## src/hdl/regfile_geom_pkg.sv

```systemverilog
//======================================================================
// register file geometry
// widths, counts and address field helpers for the banked register
// file, an entry address is tile index, half select, row (low to high)
//======================================================================
package regfile_geom_pkg;

  localparam int DATA_WIDTH = 64;
  localparam int TILE_BITS = 2;
  localparam int TILE_COUNT = 1 << TILE_BITS;
  localparam int ROW_BITS = 4;
  localparam int ROW_COUNT = 1 << ROW_BITS;
  localparam int ADDR_WIDTH = TILE_BITS + 1 + ROW_BITS;
  localparam int ENTRY_COUNT = 1 << ADDR_WIDTH;
  localparam int READ_PORTS = 3;
  localparam int WRITE_PORTS = 2;

  typedef logic [DATA_WIDTH-1:0] reg_data_t;
  typedef logic [ADDR_WIDTH-1:0] reg_addr_t;
  typedef logic [ROW_BITS-1:0] row_addr_t;
  typedef logic [TILE_BITS-1:0] tile_idx_t;

  function automatic tile_idx_t addr_tile(reg_addr_t addr);
    return addr[TILE_BITS-1:0];
  endfunction

  function automatic logic addr_half(reg_addr_t addr);
    return addr[TILE_BITS];
  endfunction

  function automatic row_addr_t addr_row(reg_addr_t addr);
    return addr[ADDR_WIDTH-1 -: ROW_BITS];
  endfunction

endpackage

```

## src/hdl/regfile_port_pkg.sv

```systemverilog
//======================================================================
// register file port types
// read and write requests as seen at the top level, plus the state
// encoding of the post-reset clearing sweep
//======================================================================
package regfile_port_pkg;

  // const_en returns const_val instead of the entry
  typedef struct packed {
    regfile_geom_pkg::reg_addr_t addr;
    logic const_en;
    regfile_geom_pkg::reg_data_t const_val;
  } read_req_t;

  typedef struct packed {
    regfile_geom_pkg::reg_addr_t addr;
    regfile_geom_pkg::reg_data_t data;
    logic wen;
  } write_req_t;

  typedef enum logic {
    SWEEP,
    IDLE
  } sweep_state_t;

endpackage

```

## src/hdl/regfile_clear_seq.sv

```systemverilog
//======================================================================
// register file clear sequencer
// after reset writes zero to every entry, one per cycle, on write
// port 0, then hands the port back to the external requester
//======================================================================
`timescale 1ns/100ps

module regfile_clear_seq #(
  parameter int ENTRY_COUNT = regfile_geom_pkg::ENTRY_COUNT
) (
  input  logic clk,
  input  logic rst,
  input  regfile_port_pkg::write_req_t ext_write,
  output regfile_port_pkg::write_req_t write_out,
  output logic init_busy
);

  regfile_port_pkg::sweep_state_t state;
  regfile_geom_pkg::reg_addr_t sweep_addr;
  logic last_entry;

  assign last_entry = (sweep_addr == regfile_geom_pkg::reg_addr_t'(ENTRY_COUNT - 1));
  assign init_busy = (state == regfile_port_pkg::SWEEP);

  always_ff @(posedge clk)
  begin
    if (rst)
    begin
      state <= regfile_port_pkg::SWEEP;
      sweep_addr <= '0;
    end
    else if (state == regfile_port_pkg::SWEEP)
    begin
      sweep_addr <= sweep_addr + 1'b1;
      if (last_entry)
        state <= regfile_port_pkg::IDLE;
    end
  end

  // external port 0 writes are dropped while sweeping
  always_comb
  begin
    if (state == regfile_port_pkg::SWEEP)
    begin
      write_out.addr = sweep_addr;
      write_out.data = '0;
      write_out.wen = 1'b1;
    end
    else
    begin
      write_out = ext_write;
    end
  end

endmodule

```

## config.mk

```make
export PLATFORM = sky130hd
export DESIGN_NAME = regfile_clear_seq
export DESIGN_NICKNAME = d
export VERILOG_FILES = /design/src/hdl/regfile_geom_pkg.sv /design/src/hdl/regfile_port_pkg.sv /design/src/hdl/regfile_clear_seq.sv
export SDC_FILE = /design/constraint.sdc
export NUM_CORES = 1
export LEC_CHECK = 0
export ABC_AREA = 1
export BUFFER_PORTS_ARGS = -buffer_cell sky130_fd_sc_hd__buf_2
export CAP_MARGIN = 20
export CORE_MARGIN = 10
export CORE_UTILIZATION = 24
export DETAILED_ROUTE_END_ITERATION = 8
export GPL_ROUTABILITY_DRIVEN = 0
export MAX_ROUTING_LAYER = met4
export PLACE_DENSITY = 0.72
export SETUP_SLACK_MARGIN = 0.4
export SYNTH_ARGS = -nofsm -noshare
export SYNTH_HDL_FRONTEND = slang
export SYNTH_SLANG_ARGS = --single-unit
```

## constraint.sdc

```tcl
create_clock -name clk -period 1.3 [get_ports clk]
set_clock_uncertainty 0.15 [all_clocks]
set_input_delay 0.26 -clock clk [delete_from_list [all_inputs] [get_ports clk]]
set_output_delay 0.26 -clock clk [all_outputs]
set_load 0.02 [all_outputs]
```

==> results.toml, run 1 <==
[clocking]
clock-root-buffer = "sky130_fd_sc_hd__clkbuf_8"
worstSkewPairLatency_ps = 240
tritoncts.num_buffers = 3
clk_path_buf_depth = 2
tritoncts = "built"
cts_htree_levels = 1
clk_pin_slew_worst_setup_hold_paths_ps = 40
clock_sink_count = 8

[floorplan]
die_height_um = 85.0
fp-row-count = 23
die_w_um = 85.0
initial_core_util_pct = 25.0
coreArea_um2 = 4060
design.portCount = 147
floorplan.die_area_um2 = 7230

[power]
worst_ir_drop_vdd_mv = 0.436
report.power.total_uw = 802
ratio_of_total_power_to_cell_area_nw_per_um2 = 300
leakagePower_uw = 0.00176

[layout]
most_common_cell_after_layout_fill_and_taps_aside = "sky130_fd_sc_hd__buf_2"
areaGrowthSynthToFinish_pct = 163
stdcell_count = 412
layout_cells_sized_above_1_pct = 77.3
antenna-diode-count = 0
final.fill_count = 313
post-route-util_pct = 65.8
layout.cells.most_common_list = "75 x sky130_fd_sc_hd__buf_2, 66 x sky130_fd_sc_hd__inv_2, 59 x sky130_fd_sc_hd__buf_6"
design.final.nets = 438

[critical_path]
crit_path_max_fanout = 6
worstSetupEndpointType = "output port"
r2r_setup_slack_ps = -10
critical_path_required_ps = 890
ff2ff_path_depth = 7
cp_data_arrival_time_ps = 1180
worst_r2r_endpoint = "sweep_addr[3]$_SDFFE_PP0N_"
setup.worst_path.class = "reg -> out"
crit-reg2reg-launch = "state$_SDFF_PP0_"
timing.critical_path.from_type = "register"

[timing]
slew_violations = 0
timing.final.crit_period_ps = 1590
timing.max_slew.rel_slack_pct = 81.6
fmax_mhz = 630
worst-slew-pin-transition_ps = 276
postLayoutSetupSlackWorst_ps = -287
final_hold_viol_count = 0
grt_setup_unrepaired = "true"
finalCritPeriodShare_pct = 122
timing.final.setup_violations = 77
final.hold.worst_slack_ps = 36.0

[placement]
placedCellCount = 398
portBuffers = 146
placement.setup.worst_slack_ps = -45.9
post_detail_place_hpwl_um = 4220

[detailed_routing]
detailedRoute.firstPassIterationCount = 4
vias = 1788
drt.antenna.violating_nets = 0
first_iter_violations = 95
remaining_drc_errors = 0
wirelength_um = 6930
route.detailed.vias_per_inst = 4.34
post_drt_wl_per_cell_um = 16.8

[global_route]
grt_overflow = 0
gr-usage-all-layers_pct = 16.2
wire_length_of_the_first_global_routing_pass_um = 9390
first_global_vias = 1768
grt_start_max_net_pins = 25
grt_antenna_before_repair = 0

[synth]
synth_seq_area_share_pct = 15.8
post_syn_nets = 282
syn_inst = 207
synth_area_per_cell_um2 = 4.90
yosys.cell_types.count = 20
ys_ff_latch = 8
syn-cell-area_um2 = 1010
yosysWarnings = 0

[min_path]
worst_hold_path.endpoint = "sweep_addr[0]$_SDFFE_PP0N_"
worst_hold_startpoint = "rst"
min-delay-path-class = "in -> reg"
holdPathStages = 2

[job]
maxCapViolations = 0

[status]
violated_checks = "negative setup slack"
run_status = "finished with violations"
==> layer usage <==
metal | up-vias | track usage [%] | wire length (um)
met5 | - | - | 0
met4 | 0 | 4.79 | 170
met3 | 19 | 4.21 | 521
met2 | 92 | 30.7 | 3830
met1 | 803 | 15.6 | 2420
li1 | 874 | - | -
==> critical path, cell delays in order (launching register included) <==
cell	delay (ps)
sky130_fd_sc_hd__dfxtp_4	420
sky130_fd_sc_hd__buf_12	140
sky130_fd_sc_hd__clkbuf_16	160
sky130_fd_sc_hd__nand2_2	60
sky130_fd_sc_hd__inv_2	50
sky130_fd_sc_hd__buf_6	110
==> worst max path at each step <==
stage | start | end | slack (ps)
after global placement | state$_SDFF_PP0_ | write_out[18] | -40
after floorplan | state$_SDFF_PP0_ | write_out[35] | 80
after detailed placement | state$_SDFF_PP0_ | write_out[58] | -50
after global routing | state$_SDFF_PP0_ | write_out[17] | -320
final | state$_SDFF_PP0_ | write_out[17] | -290
after CTS | state$_SDFF_PP0_ | write_out[17] | -280
==> final cells by class <==
type | count | area, um^2 | area share (%)
Sequential cell | 8 | 171 | 6.42
Inverter | 70 | 265 | 9.93
Clock buffer | 4 | 45.0 | 1.69
Timing Repair Buffer | 161 | 1400 | 52.2
Tap cell | 50 | 62.6 | 2.34
Multi-Input combinational cell | 119 | 732 | 27.4
==> cell usage after synthesis (all sizes together) <==
| master | count | area, um^2 |
|---|---|---|
| buf | 10 | 87.6 |
| inv | 70 | 265 |
| a21oi | 5 | 28.8 |
| nand3 | 4 | 25.0 |
| ha | 1 | 12.5 |
| nand2 | 87 | 332 |
| nor3 | 1 | 5.00 |
| or2 | 1 | 6.26 |
| dfxtp | 8 | 160 |
| nor2 | 14 | 62.6 |
| o21ai | 6 | 30.0 |
==> cells by family (layout without fill, tap and decap cells) <==
family / count (synthesis) / count (layout) / synth area share [%]
simple gates: 107 / 107 / 42.4
fa+ha+maj: 1 / 1 / 1.23
flops: 8 / 8 / 15.8
compound gates: 11 / 11 / 5.80
buf+inv: 80 / 235 / 34.8
==> stage by stage <==
step / cell area [um^2] / TNS [ps]
6_report: 2670 / -16310
5_1_grt: 2670 / -19680
4_1_cts: 2460 / -16060
3_5_place_dp: 1850 / -1470
3_3_place_gp: 1850 / -1120
2_1_floorplan: 1090 / 0
==> state kept, by name, summed over array words and instances, names as in the netlist <==
register	cells
state	1
sweep_addr	7
==> power breakdown <==
group	switching (uW)	internal, uW
clock	114	214
sequential	14.1	252
combinational	93.9	114
total	222	580
==> timing repair <==
action                     CTS  global route
cloned                       3             3
pin swaps                    5             4
resized for setup          148            35
setup endpoints to repair   81            81
hold buffers                 0             0
setup buffers                3             1
Power figures use the tool's default switching activity.
==> run 2: changes to the inputs <==
Settings changed: PLACE_DENSITY 0.72 to 0.69.
Clock period 1.3 ns to 1.62 ns, I/O delays scaled along.
==> results.toml, run 2 (synthesis results as in run 1) <==
[timing]
grt_setup_unrepaired = "true"
slew_violations = 0
fmax_mhz = 597
final_hold_viol_count = 0
timing.max_slew.rel_slack_pct = 83.8
timing.final.setup_violations = 39
worst-slew-pin-transition_ps = 242
postLayoutSetupSlackWorst_ps = -55.3
timing.final.crit_period_ps = 1680
finalCritPeriodShare_pct = 103

[floorplan]
initial_core_util_pct = 25.0
design.portCount = 147
coreArea_um2 = 4060
floorplan.die_area_um2 = 7230
fp-row-count = 23
die_height_um = 85.0
die_w_um = 85.0

[detailed_routing]
detailedRoute.firstPassIterationCount = 4
post_drt_wl_per_cell_um = 15.2
top_signal_layer_used = "met4"
vias = 1715
drt.antenna.violating_nets = 0
detailroute.wirelength.met3_um = 362
met2_length_um = 3800
remaining_drc_errors = 0
wirelength_um = 6210
met1_length_um = 1920
route.detailed.vias_per_inst = 4.20
first_iter_violations = 58

[critical_path]
worstSetupStartpoint = "state$_SDFF_PP0_"
setup.worst_path.class = "reg -> out"
r2r_setup_slack_ps = 360
timing.critical_path.from_type = "register"
crit-reg2reg-launch = "state$_SDFF_PP0_"
ff2ff_path_depth = 6
crit_path_max_fanout = 21
critical_path_required_ps = 1150
worstSetupEndpointType = "output port"
critPathCapture = "write_out[11]"
worst_r2r_endpoint = "sweep_addr[3]$_SDFFE_PP0N_"
cp_data_arrival_time_ps = 1200

[clocking]
clock-root-buffer = "sky130_fd_sc_hd__clkbuf_8"
tritoncts.num_buffers = 3
clk_path_buf_depth = 2
cts_htree_levels = 1
worstSkewPairLatency_ps = 230
clk_pin_slew_worst_setup_hold_paths_ps = 40
tritoncts = "built"
clock_sink_count = 8

[global_route]
grt_overflow = 0
wire_length_of_the_first_global_routing_pass_um = 8480
grt_start_max_net_pins = 22
gr-usage-all-layers_pct = 14.5
grt_antenna_before_repair = 0
first_global_vias = 1710

[placement]
placedCellCount = 395
placed_area_um2 = 1790
portBuffers = 146
post_detail_place_hpwl_um = 3870

[layout]
layout_cells_sized_above_1_pct = 82.1
stdcell_count = 408
layout.cells.most_common_list = "74 x sky130_fd_sc_hd__buf_2, 66 x sky130_fd_sc_hd__inv_2, 64 x sky130_fd_sc_hd__buf_6"
most_common_cell_after_layout_fill_and_taps_aside = "sky130_fd_sc_hd__buf_2"
antenna-diode-count = 0
largest_register_ff_count = 7
final_instance_area_um2 = 2740
areaGrowthSynthToFinish_pct = 170
design.final.nets = 435
largestRegisters = "sweep_addr: 7 flops, state: 1 flops"
register_containing_the_most_flip_flops_in_the_final_layout = "sweep_addr"

[power]
worst_ir_drop_vdd_mv = 0.317
ratio_of_total_power_to_cell_area_nw_per_um2 = 230
leakagePower_uw = 0.00186

[job]
maxCapViolations = 0

[status]
run_status = "finished with violations"
violated_checks = "negative setup slack"

[min_path]
min-delay-path-class = "in -> reg"
==> run 2: cell type report <==
| class | count | area, um^2 |
|---|---|---|
| timing repair buffer | 158 | 1370 |
| fill | 303 | 1320 |
| multi-input combinational | 119 | 826 |
| inverter | 70 | 265 |
| sequential | 8 | 169 |
| tap | 50 | 62.6 |
| clock buffer | 3 | 41.3 |
==> run 2: worst max-delay path, stage by stage, from the launching register on <==
cell                      delay [ps]
sky130_fd_sc_hd__dfxtp_4         430
sky130_fd_sc_hd__buf_12          220
sky130_fd_sc_hd__nand2_1         110
sky130_fd_sc_hd__inv_2            70
sky130_fd_sc_hd__buf_4           130
==> run 2: metal layers <==
layer  track usage [%]  up-vias
met4              4.04        0
met5                 -        -
met3              4.21       15
li1                  -      870
met2              28.7       61
met1              12.8      769
==> run 2: repair_timing <==
item,4_1_cts,5_1_grt
hold buffers,0,0
resized for setup,171,53
gates cloned,2,4
pin swaps,13,3
buffers inserted,4,0
setup endpoints to repair,76,81
==> run 2: through the flow <==
step                      hold slack (ps)  setup WS (ps)  util (%)  power (uW)  setup TNS, ps
after floorplan                       236            333         -         244              0
after global placement                350            239      44.1         336              0
after detailed placement              358            228      44.1         338              0
after CTS                             106           3.32      60.5         611              0
after global routing                  105          -85.9      67.4         666          -2790
final                                 108          -55.3      67.4         629           -450
==> run 2: where the power goes <==
group          leakage [uW]  total [uW]  switching (uW)  internal [uW]
clock network     0.0000216         241            80.3            161
logic               0.00177         174            80.7           93.3
registers         0.0000667         214            11.0            203
total               0.00186         629             172            457
==> run 2: worst min path at each step <==
stage	from	to	slack (ps)	depth (start not counted)
after floorplan	rst	sweep_addr[0]$_SDFFE_PP0N_	240	1
after global placement	rst	sweep_addr[0]$_SDFFE_PP0N_	350	2
after global routing	rst	sweep_addr[0]$_SDFFE_PP0N_	100	2
final	rst	sweep_addr[0]$_SDFFE_PP0N_	110	2
after detailed placement	rst	sweep_addr[0]$_SDFFE_PP0N_	360	2
after CTS	rst	sweep_addr[0]$_SDFFE_PP0N_	110	2
==> run 3: changes to the inputs <==
Settings changed: MAX_ROUTING_LAYER met4 to default, REMOVE_ABC_BUFFERS from default to 1.
==> results.toml, run 3 (synthesis results as in run 1) <==
[detailed_routing]
vias = 1824
drt.antenna.violating_nets = 0
post_drt_wl_per_cell_um = 16.9
detailedRoute.firstPassIterationCount = 5
first_iter_violations = 89
route.detailed.vias_per_inst = 4.36
remaining_drc_errors = 0
wirelength_um = 7060

[global_route]
grt_overflow = 0
grt_start_max_net_pins = 43
wire_length_of_the_first_global_routing_pass_um = 7510
gr-usage-all-layers_pct = 12.3
first_global_vias = 1460
busiest_layer = "met2"
use_met1_pct = 12.8
use_met3_pct = 4.21
grt_antenna_before_repair = 0
grt_use_met2_pct = 23.2

[clocking]
tritoncts.num_buffers = 3
cts_htree_levels = 1
clock-root-buffer = "sky130_fd_sc_hd__clkbuf_8"
clk_pin_slew_worst_setup_hold_paths_ps = 40
worstSkewPairLatency_ps = 230
clock_sink_count = 8
clk_path_buf_depth = 2
tritoncts = "built"
postCtsHoldBufs = 0

[critical_path]
setup.worst_path.class = "reg -> out"
timing.critical_path.from_type = "register"
critical_path_required_ps = 1150
worstSetupEndpointType = "output port"
crit_path_max_fanout = 7
cp_data_arrival_time_ps = 1180

[placement]
post_detail_place_hpwl_um = 4280
portBuffers = 146
placement.setup.worst_slack_ps = 143

[min_path]
min-delay-path-class = "in -> reg"

[layout]
post-route-util_pct = 65.8
antenna-diode-count = 0
layout.cells.most_common_list = "73 x sky130_fd_sc_hd__buf_2, 66 x sky130_fd_sc_hd__buf_6, 43 x sky130_fd_sc_hd__nand2_1"
most_common_cell_after_layout_fill_and_taps_aside = "sky130_fd_sc_hd__buf_2"
register_containing_the_most_flip_flops_in_the_final_layout = "sweep_addr"
final.fill_count = 328
design.final.nets = 445
layout_cells_sized_above_1_pct = 72.3
areaGrowthSynthToFinish_pct = 163
largest_register_ff_count = 7
largestRegisters = "sweep_addr: 7 flops, state: 1 flops"

[timing]
timing.final.crit_period_ps = 1660
slew_violations = 0
postLayoutSetupSlackWorst_ps = -35.2
timing.final.setup_violations = 4
grt_setup_unrepaired = "true"
fmax_mhz = 604
worst-slew-pin-transition_ps = 237
final_hold_viol_count = 0
total_neg_setup_slack_ps = -60.5
finalCritPeriodShare_pct = 102
timing.max_slew.rel_slack_pct = 84.2

[floorplan]
floorplan.die_area_um2 = 7230
die_w_um = 85.0
fp-row-count = 23
design.portCount = 147
coreArea_um2 = 4060
initial_core_util_pct = 25.0
die_height_um = 85.0

[status]
run_status = "finished with violations"
violated_checks = "negative setup slack"

[power]
worst_ir_drop_vdd_mv = 0.194
ratio_of_total_power_to_cell_area_nw_per_um2 = 228
leakagePower_uw = 0.00177

[job]
maxCapViolations = 0
==> run 3: cell count changes in the layout (fill, tap and decap cells not counted), sizes merged <==
cell / change
buf: +10
==> run 3: final timing paths <==
kind | startpoint | cells after the start | slack, ps | to
max | state$_SDFF_PP0_ | 5 | -40 | write_out[15]
min | rst | 2 | 110 | sweep_addr[0]$_SDFFE_PP0N_
min reg2reg | sweep_addr[0]$_SDFFE_PP0N_ | 2 | 360 | sweep_addr[0]$_SDFFE_PP0N_
max reg2reg | state$_SDFF_PP0_ | 6 | 330 | sweep_addr[1]$_SDFFE_PP0N_
==> run 3: report_power, final <==
| part | internal, uW | switching, uW |
|---|---|---|
| Combinational | 90.2 | 69.0 |
| Sequential | 203 | 11.8 |
| Clock | 160 | 73.1 |
==> run 3: worst max-delay path: stages (launching register included) <==
cell,delay (ps)
sky130_fd_sc_hd__dfxtp_4,390
sky130_fd_sc_hd__buf_12,140
sky130_fd_sc_hd__buf_6,130
sky130_fd_sc_hd__nand2_1,70
sky130_fd_sc_hd__inv_1,80
sky130_fd_sc_hd__buf_4,150
==> run 3: repair_timing <==
action,4_1_cts,5_1_grt
pin swaps,0,15
endpoints found under the setup margin,76,76
buffers inserted,0,12
gates resized for setup,7,240
endpoints found under the hold margin,0,0
gates cloned,0,7
==> run 3: cell type report <==
class / instances / area [um^2] / share of cell area, %
clock buffers: 3 / 41.3 / 1.55
multi-input cells: 119 / 679 / 25.5
inverters: 70 / 270 / 10.1
flip-flops and latches: 8 / 171 / 6.42
repair buffers: 168 / 1440 / 54.1
well taps: 50 / 62.6 / 2.34
==> run 3: stage by stage <==
| step | hold WS [ps] | cell area (um^2) | total power [uW] | cells |
|---|---|---|---|---|
| final | 106 | 2670 | 607 | 418 |
| after CTS | 104 | 1820 | 574 | 399 |
| after detailed placement | 353 | 1760 | 334 | 396 |
| after global placement | 352 | 1760 | 332 | 396 |
| after global routing | 94.1 | 2670 | 646 | 418 |
| after floorplan | 236 | 927 | 241 | 197 |
==> run 3: metal layers <==
metal / vias up / share of wire [%]
li1: 885 / -
met1: 834 / 33
met2: 95 / 56
met3: 10 / 9.2
met4: 0 / 1.8
met5: - / 0
